--- config.mk ---
export PLATFORM = sky130hd
export DESIGN_NAME = wb_top
export DESIGN_NICKNAME = d
export VERILOG_FILES = /design/src/logic/wb_pkg.sv /design/src/logic/wb_if.sv /design/src/logic/mul_sign_fix.sv /design/src/logic/result_select.sv /design/src/logic/retire_reg.sv /design/src/logic/wb_stage.sv /design/src/logic/wb_top.sv
export VERILOG_INCLUDE_DIRS = /design/src /design/src/logic
export SDC_FILE = /design/constraint.sdc
export NUM_CORES = 1
export LEC_CHECK = 0
export ABC_AREA = 0
export BUFFER_PORTS_ARGS = -buffer_cell sky130_fd_sc_hd__buf_4
export CAP_MARGIN = 40
export CORE_AREA = 10 10 249 251
export DETAILED_ROUTE_END_ITERATION = 16
export DIE_AREA = 0 0 259 261
export HOLD_SLACK_MARGIN = 0.02
export PLACE_DENSITY = 0.46
export SETUP_SLACK_MARGIN = 0.2
export SYNTH_ARGS = -nofsm -noshare
export SYNTH_HDL_FRONTEND = slang
export SYNTH_SLANG_ARGS = --single-unit
--- constraint.sdc ---
create_clock -name clk -period 21.2 [get_ports clk]
set_input_delay 4.24 -clock clk [delete_from_list [all_inputs] [get_ports clk]]
set_output_delay 4.24 -clock clk [all_outputs]
set_load 0.005 [all_outputs]
--- src/logic/wb_consts.svh ---
`ifndef WB_CONSTS_SVH
`define WB_CONSTS_SVH

// Integer data width, one word
`define WB_XLEN 32

// Unsigned multiply product, two words
`define WB_PROD_W 64

// Integer result source select
`define WB_RES_SEL_W 3

// Floating-point exception flags (NV, DZ, OF, UF, NX)
`define WB_FFLAGS_W 5

// Register index
`define WB_REG_ADDR_W 5

// Instruction word, funct3 field and trap cause
`define WB_INSTR_W 32
`define WB_FUNCT3_W 3
`define WB_TRAP_W 2

`endif

--- src/logic/wb_pkg.sv ---
`default_nettype none

`include "wb_consts.svh"

package wb_pkg;

  // Integer result source, codes 6 and 7 select zero
  typedef enum logic [`WB_RES_SEL_W-1:0] {
    RES_ALU   = 3'd0,
    RES_LOAD  = 3'd1,
    RES_PC4   = 3'd2,
    RES_JBTGT = 3'd3,
    RES_CSR   = 3'd4,
    RES_MEXT  = 3'd5
  } res_src_e;

  // M extension operation, encoded as funct3
  // Bit 2 set marks a divide or remainder
  typedef enum logic [`WB_FUNCT3_W-1:0] {
    MUL    = 3'd0,
    MULH   = 3'd1,
    MULHSU = 3'd2,
    MULHU  = 3'd3,
    DIV    = 3'd4,
    DIVU   = 3'd5,
    REM    = 3'd6,
    REMU   = 3'd7
  } m_op_e;

  typedef logic [`WB_TRAP_W-1:0] trap_code_t;

  // One retired instruction
  typedef struct packed {
    logic                    valid;
    logic [`WB_INSTR_W-1:0]  instr;
    logic [`WB_XLEN-1:0]     pc;
    logic [`WB_XLEN-1:0]     rs1_data;
    logic [`WB_XLEN-1:0]     rs2_data;
    logic [`WB_XLEN-1:0]     rd_data;
    logic                    trap;
    trap_code_t              trap_code;
    logic                    reg_write;
    logic                    ebreak;
  } retire_t;

endpackage

`default_nettype wire

--- src/logic/wb_if.sv ---
`timescale 1ns/10ps
`default_nettype none

`include "wb_consts.svh"

interface wb_if
  import wb_pkg::*;
();

  logic                      instr_valid;
  res_src_e                  res_src;
  logic [`WB_INSTR_W-1:0]    instr;
  logic [`WB_XLEN-1:0]       alu_result;
  logic [`WB_XLEN-1:0]       ld_data;
  logic [`WB_XLEN-1:0]       pc_plus4;
  logic [`WB_XLEN-1:0]       jb_tgt;
  logic [`WB_XLEN-1:0]       csr_rdata;
  logic [`WB_XLEN-1:0]       div_result;
  logic [`WB_FUNCT3_W-1:0]   funct3;
  logic [`WB_XLEN-1:0]       rs1_data;
  logic [`WB_XLEN-1:0]       rs2_data;
  logic [`WB_PROD_W-1:0]     product;
  logic                      trap;
  trap_code_t                trap_code;
  logic                      is_ebreak;
  logic                      reg_write;

  // Floating-point side
  logic                      is_fp_load;
  logic                      fp_reg_write;
  logic [`WB_REG_ADDR_W-1:0] fp_rd;
  logic [`WB_XLEN-1:0]       fp_result;
  logic [`WB_FFLAGS_W-1:0]   fflags;

  // Memory stage side
  modport mem (
    output instr_valid, res_src, instr, alu_result, ld_data, pc_plus4, jb_tgt,
    output csr_rdata, div_result, funct3, rs1_data, rs2_data, product, trap,
    output trap_code, is_ebreak, reg_write, is_fp_load, fp_reg_write, fp_rd,
    output fp_result, fflags
  );

  // Write-back stage side
  modport wb (
    input instr_valid, res_src, instr, alu_result, ld_data, pc_plus4, jb_tgt,
    input csr_rdata, div_result, funct3, rs1_data, rs2_data, product, trap,
    input trap_code, is_ebreak, reg_write, is_fp_load, fp_reg_write, fp_rd,
    input fp_result, fflags
  );

endinterface

`default_nettype wire

--- src/logic/mul_sign_fix.sv ---
`timescale 1ns/10ps
`default_nettype none

`include "wb_consts.svh"

module mul_sign_fix
  import wb_pkg::*;
(
  input  logic [`WB_PROD_W-1:0] product_i,
  input  logic [`WB_XLEN-1:0]   rs1_data_i,
  input  logic [`WB_XLEN-1:0]   rs2_data_i,
  input  m_op_e                 op_i,
  output logic [`WB_XLEN-1:0]   result_o
);

  logic [`WB_XLEN-1:0] prod_lo;
  logic [`WB_XLEN-1:0] prod_hi;
  logic [`WB_XLEN-1:0] rs1_fix;
  logic [`WB_XLEN-1:0] rs2_fix;

  assign prod_lo = product_i[`WB_XLEN-1:0];
  assign prod_hi = product_i[`WB_PROD_W-1:`WB_XLEN];

  // A negative operand read as unsigned adds 2^XLEN times the other operand
  // to the product, so the high word loses that operand once
  always_comb begin
    rs1_fix  = '0;
    rs2_fix  = '0;
    result_o = prod_lo;
    case (op_i)
      MULH: begin
        rs1_fix  = rs1_data_i[`WB_XLEN-1] ? rs2_data_i : '0;
        rs2_fix  = rs2_data_i[`WB_XLEN-1] ? rs1_data_i : '0;
        result_o = prod_hi - rs1_fix - rs2_fix;
      end
      MULHSU: begin
        // rs2 is unsigned here
        rs1_fix  = rs1_data_i[`WB_XLEN-1] ? rs2_data_i : '0;
        result_o = prod_hi - rs1_fix;
      end
      MULHU:   result_o = prod_hi;
      default: result_o = prod_lo;
    endcase
  end

endmodule

`default_nettype wire

--- src/logic/result_select.sv ---
`timescale 1ns/10ps
`default_nettype none

`include "wb_consts.svh"

module result_select
  import wb_pkg::*;
(
  wb_if.wb                          wb_i,
  input  logic [`WB_XLEN-1:0]       mul_result_i,
  output logic [`WB_XLEN-1:0]       rd_data_o,
  output logic [`WB_XLEN-1:0]       fp_rd_data_o,
  output logic [`WB_REG_ADDR_W-1:0] fp_rd_addr_o,
  output logic                      fp_rd_en_o,
  output logic [`WB_FFLAGS_W-1:0]   fflags_set_o,
  output logic                      fflags_set_en_o
);

  logic [`WB_XLEN-1:0] m_ext_result;

  // Divide finishes in the memory stage, multiply finishes here
  assign m_ext_result = wb_i.funct3[2] ? wb_i.div_result : mul_result_i;

  // Integer result for the register file
  always_comb begin
    case (wb_i.res_src)
      RES_ALU:   rd_data_o = wb_i.alu_result;
      RES_LOAD:  rd_data_o = wb_i.ld_data;
      RES_PC4:   rd_data_o = wb_i.pc_plus4;
      RES_JBTGT: rd_data_o = wb_i.jb_tgt;
      RES_CSR:   rd_data_o = wb_i.csr_rdata;
      RES_MEXT:  rd_data_o = m_ext_result;
      // Codes 6 and 7
      default:   rd_data_o = '0;
    endcase
  end

  // FLW writes load data, FP compute writes its own result
  assign fp_rd_data_o = wb_i.is_fp_load ? wb_i.ld_data : wb_i.fp_result;
  assign fp_rd_addr_o = wb_i.fp_rd;
  assign fp_rd_en_o   = wb_i.fp_reg_write;

  // Flags are accumulated into fcsr only when something was raised
  assign fflags_set_o    = wb_i.fflags;
  assign fflags_set_en_o = wb_i.fp_reg_write && (|wb_i.fflags);

endmodule

`default_nettype wire

--- src/logic/retire_reg.sv ---
`timescale 1ns/10ps
`default_nettype none

`include "wb_consts.svh"

module retire_reg
  import wb_pkg::*;
(
  input  logic    clk,
  input  logic    arst_n_i,
  input  logic    stall_i,
  input  logic    valid_i,
  input  retire_t rec_i,
  output retire_t rec_o
);

  retire_t rec_q;
  logic    advance;
  logic    bubble;

  // Stall holds the record, an empty slot retires as zero
  assign advance = !stall_i;
  assign bubble  = !valid_i;

  always_ff @(posedge clk or negedge arst_n_i) begin
    if (!arst_n_i) begin
      rec_q <= '0;
    end else if (advance) begin
      if (bubble) begin
        rec_q <= '0;
      end else begin
        rec_q <= rec_i;
      end
    end
  end

  assign rec_o = rec_q;

endmodule

`default_nettype wire

--- src/logic/wb_stage.sv ---
`timescale 1ns/10ps
`default_nettype none

`include "wb_consts.svh"

module wb_stage
  import wb_pkg::*;
(
  input  logic                      clk,
  input  logic                      arst_n_i,
  input  logic                      stall_i,
  wb_if.wb                          wb_i,
  output logic [`WB_XLEN-1:0]       rd_data_o,
  output logic [`WB_XLEN-1:0]       fp_rd_data_o,
  output logic [`WB_REG_ADDR_W-1:0] fp_rd_addr_o,
  output logic                      fp_rd_en_o,
  output logic [`WB_FFLAGS_W-1:0]   fflags_set_o,
  output logic                      fflags_set_en_o,
  output retire_t                   ret_o
);

  localparam logic [`WB_XLEN-1:0] INSTR_BYTES = 4;

  logic [`WB_XLEN-1:0] mul_result;
  logic [`WB_XLEN-1:0] pc;
  retire_t             rec;

  // Sign correction of the unsigned product from the memory stage
  mul_sign_fix u_mul_sign_fix (
    .product_i  (wb_i.product),
    .rs1_data_i (wb_i.rs1_data),
    .rs2_data_i (wb_i.rs2_data),
    .op_i       (m_op_e'(wb_i.funct3)),
    .result_o   (mul_result)
  );

  result_select u_result_select (
    .wb_i            (wb_i),
    .mul_result_i    (mul_result),
    .rd_data_o       (rd_data_o),
    .fp_rd_data_o    (fp_rd_data_o),
    .fp_rd_addr_o    (fp_rd_addr_o),
    .fp_rd_en_o      (fp_rd_en_o),
    .fflags_set_o    (fflags_set_o),
    .fflags_set_en_o (fflags_set_en_o)
  );

  // Only pc+4 travels this far down the pipe
  assign pc = wb_i.pc_plus4 - INSTR_BYTES;

  assign rec = '{
    valid:     wb_i.instr_valid,
    instr:     wb_i.instr,
    pc:        pc,
    rs1_data:  wb_i.rs1_data,
    rs2_data:  wb_i.rs2_data,
    rd_data:   rd_data_o,
    trap:      wb_i.trap,
    trap_code: wb_i.trap_code,
    reg_write: wb_i.reg_write,
    ebreak:    wb_i.is_ebreak
  };

  retire_reg u_retire_reg (
    .clk      (clk),
    .arst_n_i (arst_n_i),
    .stall_i  (stall_i),
    .valid_i  (wb_i.instr_valid),
    .rec_i    (rec),
    .rec_o    (ret_o)
  );

endmodule

`default_nettype wire

--- src/logic/wb_top.sv ---
`timescale 1ns/10ps
`default_nettype none

`include "wb_consts.svh"

module wb_top
  import wb_pkg::*;
(
  input  logic                      clk,
  input  logic                      arst_n_i,
  input  logic                      stall_i,

  // From the memory stage
  input  logic                      instr_valid_i,
  input  logic [`WB_RES_SEL_W-1:0]  res_src_i,
  input  logic [`WB_INSTR_W-1:0]    instr_i,
  input  logic [`WB_XLEN-1:0]       alu_result_i,
  input  logic [`WB_XLEN-1:0]       ld_data_i,
  input  logic [`WB_XLEN-1:0]       pc_plus4_i,
  input  logic [`WB_XLEN-1:0]       jb_tgt_i,
  input  logic [`WB_XLEN-1:0]       csr_rdata_i,
  input  logic [`WB_XLEN-1:0]       div_result_i,
  input  logic [`WB_FUNCT3_W-1:0]   funct3_i,
  input  logic [`WB_XLEN-1:0]       rs1_data_i,
  input  logic [`WB_XLEN-1:0]       rs2_data_i,
  input  logic [`WB_PROD_W-1:0]     product_i,
  input  logic                      trap_i,
  input  logic [`WB_TRAP_W-1:0]     trap_code_i,
  input  logic                      is_ebreak_i,
  input  logic                      reg_write_i,
  input  logic                      is_fp_load_i,
  input  logic                      fp_reg_write_i,
  input  logic [`WB_REG_ADDR_W-1:0] fp_rd_i,
  input  logic [`WB_XLEN-1:0]       fp_result_i,
  input  logic [`WB_FFLAGS_W-1:0]   fflags_i,

  // Same-cycle register file writes
  output logic [`WB_XLEN-1:0]       rd_data_o,
  output logic [`WB_XLEN-1:0]       fp_rd_data_o,
  output logic [`WB_REG_ADDR_W-1:0] fp_rd_addr_o,
  output logic                      fp_rd_en_o,
  output logic [`WB_FFLAGS_W-1:0]   fflags_set_o,
  output logic                      fflags_set_en_o,

  // Retirement, one cycle after the edge
  output logic                      ret_valid_o,
  output logic [`WB_INSTR_W-1:0]    ret_instr_o,
  output logic [`WB_XLEN-1:0]       ret_pc_o,
  output logic [`WB_XLEN-1:0]       ret_rs1_data_o,
  output logic [`WB_XLEN-1:0]       ret_rs2_data_o,
  output logic [`WB_XLEN-1:0]       ret_rd_data_o,
  output logic                      ret_trap_o,
  output logic [`WB_TRAP_W-1:0]     ret_trap_code_o,
  output logic                      ret_reg_write_o,
  output logic                      ret_ebreak_o
);

  wb_if    wb_bus ();
  retire_t ret;

  assign wb_bus.instr_valid  = instr_valid_i;
  assign wb_bus.res_src      = res_src_e'(res_src_i);
  assign wb_bus.instr        = instr_i;
  assign wb_bus.alu_result   = alu_result_i;
  assign wb_bus.ld_data      = ld_data_i;
  assign wb_bus.pc_plus4     = pc_plus4_i;
  assign wb_bus.jb_tgt       = jb_tgt_i;
  assign wb_bus.csr_rdata    = csr_rdata_i;
  assign wb_bus.div_result   = div_result_i;
  assign wb_bus.funct3       = funct3_i;
  assign wb_bus.rs1_data     = rs1_data_i;
  assign wb_bus.rs2_data     = rs2_data_i;
  assign wb_bus.product      = product_i;
  assign wb_bus.trap         = trap_i;
  assign wb_bus.trap_code    = trap_code_i;
  assign wb_bus.is_ebreak    = is_ebreak_i;
  assign wb_bus.reg_write    = reg_write_i;
  assign wb_bus.is_fp_load   = is_fp_load_i;
  assign wb_bus.fp_reg_write = fp_reg_write_i;
  assign wb_bus.fp_rd        = fp_rd_i;
  assign wb_bus.fp_result    = fp_result_i;
  assign wb_bus.fflags       = fflags_i;

  wb_stage u_wb_stage (
    .clk             (clk),
    .arst_n_i        (arst_n_i),
    .stall_i         (stall_i),
    .wb_i            (wb_bus.wb),
    .rd_data_o       (rd_data_o),
    .fp_rd_data_o    (fp_rd_data_o),
    .fp_rd_addr_o    (fp_rd_addr_o),
    .fp_rd_en_o      (fp_rd_en_o),
    .fflags_set_o    (fflags_set_o),
    .fflags_set_en_o (fflags_set_en_o),
    .ret_o           (ret)
  );

  assign ret_valid_o     = ret.valid;
  assign ret_instr_o     = ret.instr;
  assign ret_pc_o        = ret.pc;
  assign ret_rs1_data_o  = ret.rs1_data;
  assign ret_rs2_data_o  = ret.rs2_data;
  assign ret_rd_data_o   = ret.rd_data;
  assign ret_trap_o      = ret.trap;
  assign ret_trap_code_o = ret.trap_code;
  assign ret_reg_write_o = ret.reg_write;
  assign ret_ebreak_o    = ret.ebreak;

endmodule

`default_nettype wire

==> results.md, run 1 <==
- Worst IR Drop VDD: about 54 µV
- Clk_skew: 0 ns
- Endpoints failing hold: 0
- Tot GR Track Use: a little under a quarter
- Final ANT Viol Nets: 0
- Distinct cells, synth: about 80
- Total iterations of the first detailed-routing run: 7
- DRC violations left: 0
- Syn_nets: approximately 2100
- Layout cells sized above 1: around 37%
- WL/cell: roughly 28 µm
- Slew Limit Headroom: a little under a third
- Clock-pin slew on the worst setup and hold paths: 0.06 ns
- Worst Setup Start Kind: input pin
- Fmax: 0.0706 GHz
- Die height: 261 µm
- Layout area overhead: 45.6%
- DP Cell Count: between 2000 and 3000
- Chip width: 259 µm
- Slew @ Worst Pin: between 1 and 1.5 ns
- # IOs: ~650
- Post-synth EDFFs: 0
- Vias: ~15000
- Final non-filler cell total: about 3000
- Worst-path fanout max: 33
- Hold Slack: roughly 0.47 ns
- Inserted Clock Buffers: 17
- Slew Limit Fails: 0
- Sequential share of the synthesized area: 31.0%
- #FFs+latches synth: 166
- Mapped Cells: between 1500 and 2000
- Setup bufs post-CTS: 0
- Max reg flops: between 150 and 200
- Hold_buf cts: 0
- Unrepaired setup endpoints after global routing: no
- Status: complete, no violations
- Utilization after layout: approximately a third
- MaxCap Viol Count: 0
- Synth Warn #: 0
- Remaining global-route overflow: 0
- First-pass GRT wire length: roughly 120000 µm
- Main flop type after synthesis: dfrtp_1
- Hold Crit Class: flip-flop to flip-flop
- Row Count: 88
- Share of the synthesized area in the top cell type: between 30% and 40%
- HPWL Detailed: between 70000 and 80000 µm
- Setup crit end kind: output pin
- Max clock buf depth: 2
- Mapped cell area: 0.0134 mm²
- Nets: 2658
- Leakage: just over 9 nW
- Async SR Flop Fraction: 100%
- Setup tns final: 0 ns
- Avg Inst Size Synth: 8.27 µm²
- Dpl cell area: around 0.019 mm²
- Routed wire length: 84300 µm
- PostCTS Resize Cnt: 0
- Most frequent cell after synthesis: nand2_1
- Largest net degree at the start of global routing: a little over 100
- Final setup viols: 0
- Post-route minimum period: about 14 ns
- Antenna violations before repair: 19
- Clock sinks: around 170
- Core area: around 0.057 mm²
- Tcrit/Tclk final: between 60 and 70%
- Placer Congestion: roughly 0.93
- Synth top cells by count: 388 x nand2_1, 186 x o21ai_0, 166 x dfrtp_1, 88 x a21oi_1, 85 x clkbuf_1
- Die Footprint: 0.0676 mm²
- Starting density of the core: between 20% and 30%
- Power per cell area: 63.2 mW/mm²
- Root Driver: clkbuf_16
- Req. time, crit path: around 17 ns
- Finished Cell Area: around 0.019 mm²
- Type of the worst setup path: input pin to output pin
- Largest cells by area after synthesis: dfrtp_1 31%, nand2_1 11%, o21ai_0 7.0%
- Port buffer count: around 640
- Via/cell ratio: a little over 5
- Critical Path AT: 9.93 ns
- Clk_lat worst skew: roughly 0.49 ns
- CTS tree: yes
- Number of global-route vias before repair: 15491
- 1st-iter DRT viols: between 1000 and 1500
- Cell taking the most area after synthesis: dfrtp_1
- CTS H-tree lvls: 4
-- placed cells by master (no fill, tap or decap), drive strengths merged, types with 39 or more instances in the layout --
cell,netlist,routed
xnor2,54,54
dfrtp,166,166
buf,28,656
a21oi,91,91
o21ai,192,192
mux4,41,41
ha,63,63
nand2,388,388
mux2,39,39
nor2,73,73
-- worst max-delay path, cell delays in order --
cell,delay (ns)
buf_4,0.34
and2_1,0.22
ha_1,0.17
inv_1,0.06
fa_1,0.43
a21o_1,0.18
a21oi_1,0.29
o21ai_1,0.21
a21oi_1,0.40
or4_4,0.22
nand3_1,0.11
a31o_2,0.28
xor2_1,0.26
ha_1,0.37
nand2_1,0.13
o21ai_0,0.14
a221oi_1,0.49
mux2i_1,0.13
o21ai_0,0.18
a211oi_1,0.07
a2111oi_0,0.65
nor2_1,0.12
buf_4,0.20
-- power breakdown --
group,leakage (nW),switching (mW),internal [mW],total [mW]
registers,2.17,0.0147,0.342,0.357
clock network,0.297,0.161,0.170,0.331
logic,6.63,0.301,0.242,0.543
-- cells by family after synthesis --
logic type      share of synthesized area (%)
xor+xnor                                 4.97
flops                                    31.0
fa+ha+maj                                6.19
compound gates                           23.4
simple gates                             18.9
mux                                      11.1
buf+inv                                  4.37
-- final cells by class --
cell class / instances / area, µm²
Antenna cell: 14 / 35.0
Clock buffer: 18 / 439
Clock inverter: 14 / 159
Fill cell: 6071 / 37700
Inverter: 29 / 109
Multi-Input combinational cell: 1310 / 8660
Sequential cell: 166 / 4150
Tap cell: 765 / 957
Timing Repair Buffer: 658 / 4980
-- metal layers --
layer | vias up | global-route usage [%] | wire, µm
li1 | 6982 | - | -
met2 | 576 | 45.1 | 45800
met1 | 7427 | 25.7 | 30800
met4 | 10 | 6.14 | 1720
met5 | - | 0 | 66
met3 | 63 | 6.41 | 5970
-- metrics by stage --
stage	total power, mW	setup WS [ns]
after floorplan	0.645	8.53
after global placement	0.905	7.27
after detailed placement	0.905	7.14
after CTS	1.24	7.11
after global routing	1.30	6.61
final	1.23	7.03
-- path summary, 6_finish.rpt --
path	end	startpoint	slack [ns]	cells past startpoint
setup / recovery	rd_data_o[30]	rs1_data_i[31]	7.03	23
hold / removal	u_wb_stage.u_retire_reg.rec_o[14]$_DFFE_PN0N_	u_wb_stage.u_retire_reg.rec_o[14]$_DFFE_PN0N_	0.47	2
setup reg to reg	u_wb_stage.u_retire_reg.rec_o[25]$_DFFE_PN0N_	u_wb_stage.u_retire_reg.rec_o[25]$_DFFE_PN0N_	20.37	2
hold reg to reg	u_wb_stage.u_retire_reg.rec_o[14]$_DFFE_PN0N_	u_wb_stage.u_retire_reg.rec_o[14]$_DFFE_PN0N_	0.47	2
max in group asynchronous	u_wb_stage.u_retire_reg.rec_o[44]$_DFFE_PN0N_	arst_n_i	16.20	2
min in group asynchronous	u_wb_stage.u_retire_reg.rec_o[123]$_DFFE_PN0N_	arst_n_i	3.77	1
(Power assumes the default switching activity.)
==> inputs of run 2 (changes only) <==
==> constraint.sdc (replaced) <==
create_clock -name clk -period 14.39 [get_ports clk]
set_input_delay 2.878 -clock clk [delete_from_list [all_inputs] [get_ports clk]]
set_output_delay 2.878 -clock clk [all_outputs]
set_load 0.005 [all_outputs]
==> results.md, run 2 (same netlist as run 1, synthesis figures left out) <==
- Status: complete, no violations
- Max reg flops: 166 (unchanged)
- HPWL Detailed: 71100 µm (about the same)
- Vias: 15068 (+0.066%)
- Setup crit end kind: output pin
- Utilization after layout: 34.1% (about the same)
- FILL cells: 6111 (+0.66%)
- Hold_sp: u_wb_stage.u_retire_reg.rec_o[23]$_DFFE_PN0N_
- Req. time, crit path: 11.51 ns (-5.45 ns)
- Clock sinks: 166 (unchanged)
- Clock-pin slew on the worst setup and hold paths: 0.07 ns (about the same)
- # IOs: 653 (unchanged)
- Type of the worst setup path: input pin to output pin
- Tot GR Track Use: 23.8% (-0.067 points)
- Die Footprint: 0.0676 mm² (unchanged)
- Slew Limit Headroom: 28.6% (-3.1 points)
- Routed wire length: 84000 µm (-0.34%)
- Layout area overhead: 45.7% (about the same)
- Power per cell area: 92.9 mW/mm² (+47%)
- Final setup viols: 0 (unchanged)
- Worst Reg-to-Reg Cells: 2 (unchanged)
- CTS H-tree lvls: 4 (unchanged)
- Layout cells sized above 1: 36.5% (about the same)
- Via/cell ratio: 5.06 (about the same)
- Setup tns final: 0 ns (unchanged)
- Chip width: 259 µm (unchanged)
- Worst Setup Start Kind: input pin
- Fmax: 0.0876 GHz
- Slew @ Worst Pin: 1.07 ns (+0.0460 ns)
- Hold_buf cts: 0 (unchanged)
- Most common cell after layout, fill and taps aside: buf_4
- PostCTS Resize Cnt: 0 (unchanged)
- Setup bufs post-CTS: 0 (unchanged)
- DRC violations left: 0 (unchanged)
- Total iterations of the first detailed-routing run: 7 (unchanged)
- MaxCap Viol Count: 0 (unchanged)
- Clk_skew: 0 ns (unchanged)
- Endpoints failing hold: 0 (unchanged)
- First-pass GRT wire length: 115000 µm (-0.56%)
- Worst-path fanout max: 33 (unchanged)
- Row Count: 88 (unchanged)
- Clk_lat worst skew: 0.49 ns (about the same)
- RR Startpoint: u_wb_stage.u_retire_reg.rec_o[25]$_DFFE_PN0N_
- Die height: 261 µm (unchanged)
- Inserted Clock Buffers: 17 (unchanged)
- Area of the multi-input gates: 0.00866 mm² (about the same)
- Worst IR Drop VDD: 99.4 µV (+85%)
- Final worst slack: 2.98 ns (-4.05 ns)
- Worst hold endpoint: u_wb_stage.u_retire_reg.rec_o[23]$_DFFE_PN0N_
- Overall power: 1.81 mW (+47%)
- Hold Crit Class: flip-flop to flip-flop
- Core area: 0.0571 mm² (unchanged)
- Slew Limit Fails: 0 (unchanged)
- Port buffer count: 642 (unchanged)
- Starting density of the core: 23.4% (unchanged)
- Final non-filler cell total: 2976 (+0.067%)
- Worst Hold Depth: 2 (unchanged)
- WL/cell: 28.2 µm (-0.41%)
- Reg-to-Reg End: u_wb_stage.u_retire_reg.rec_o[25]$_DFFE_PN0N_
- Critical Path AT: 8.53 ns (-1.40 ns)
- Register-to-Register Setup Slack: 13.55 ns (-6.82 ns)
- Final ANT Viol Nets: 0 (unchanged)
- DP Cell Count: 2930 (+0.068%)
- Sequential cell area: 0.00415 mm² (unchanged)
- Remaining global-route overflow: 0 (unchanged)
- Place WS: 3.03 ns (-4.10 ns)
- Number of global-route vias before repair: 15361 (-0.84%)
- 1st-iter DRT viols: 1120 (+3.7%)
- Root Driver: clkbuf_16
- Tcrit/Tclk final: between 70% and 80%
- Unrepaired setup endpoints after global routing: no
- Leakage: 9.10 nW (about the same)
- Nets: 2660 (+0.075%)
- CTS tree: yes
- Largest net degree at the start of global routing: 104 (+2.0%)
- Most frequent cells in the layout: 655 x buf_4, 388 x nand2_1, 186 x o21ai_0
- Max clock buf depth: 2 (unchanged)
- Placer Congestion: 0.932 (-0.29%)
- Post-route minimum period: 11.41 ns
- Antenna violations before repair: 20 (+1)
==> run 2: cell count changes in the layout (fill, tap and decap cells not counted), sizes merged <==
cell / before / now
clkinvlp: 0 / 2
clkinv: 7 / 5
buf: 656 / 658
==> run 2: area by class of cell <==
class                      instances  share of cell area (%)
multi-input combinational       1310                    44.4
timing repair buffer             660                    25.6
sequential                       166                    21.3
tap                              765                    4.91
clock buffer                      18                    2.25
clock inverter                    14                   0.821
inverter                          29                   0.558
antenna                           14                   0.180
==> run 2: power breakdown <==
| group | leakage (nW) | switching [mW] | internal, mW | total, mW |
|---|---|---|---|---|
| Clock | 0.291 | 0.234 | 0.251 | 0.485 |
| Combinational | 6.64 | 0.445 | 0.357 | 0.801 |
| Sequential | 2.17 | 0.0219 | 0.504 | 0.526 |
==> run 2: critical path: stages <==
cell and delay [ns]:
buf_4 0.34, and2_1 0.23, ha_1 0.18, inv_1 0.06
fa_1 0.42, a21o_1 0.17, a21oi_1 0.27, o21ai_1 0.20
a21oi_1 0.40, or4_4 0.22, nand3_1 0.10, a31o_2 0.28
xor2_1 0.24, ha_1 0.36, nand2_1 0.12, o21ai_0 0.14
a221oi_1 0.51, mux2i_1 0.13, o21ai_0 0.19, a211oi_1 0.07
a2111oi_0 0.70, nor2_1 0.08, buf_4 0.19
==> run 2: routing by layer <==
metal | share of wire (%) | GRT usage (%) | up-vias
li1 | - | - | 6997
met1 | 37 | 25.6 | 7389
met2 | 53 | 44.0 | 595
met3 | 6.6 | 6.06 | 83
met4 | 3.1 | 8.92 | 4
met5 | 0.033 | 0 | -
==> run 2: through the flow <==
stage | hold slack (ns) | area, µm²
floorplan | 0.465 | 13400
global placement | 0.460 | 18800
detailed placement | 0.461 | 18900
CTS | 0.480 | 19500
global route | 0.498 | 19500
finish | 0.476 | 19500
==> run 2: worst max-delay path by stage <==
| stage | startpoint | to | slack (ns) | cells past startpoint |
|---|---|---|---|---|
| finish | rs1_data_i[31] | rd_data_o[30] | 2.98 | 23 |
| global route | rs1_data_i[31] | rd_data_o[30] | 2.62 | 23 |
| CTS | rs1_data_i[31] | rd_data_o[30] | 3.01 | 23 |
| detailed placement | rs1_data_i[31] | rd_data_o[30] | 3.03 | 23 |
| global placement | rs1_data_i[31] | rd_data_o[29] | 3.19 | 23 |
| floorplan | rs1_data_i[31] | rd_data_o[29] | 4.44 | 21 |
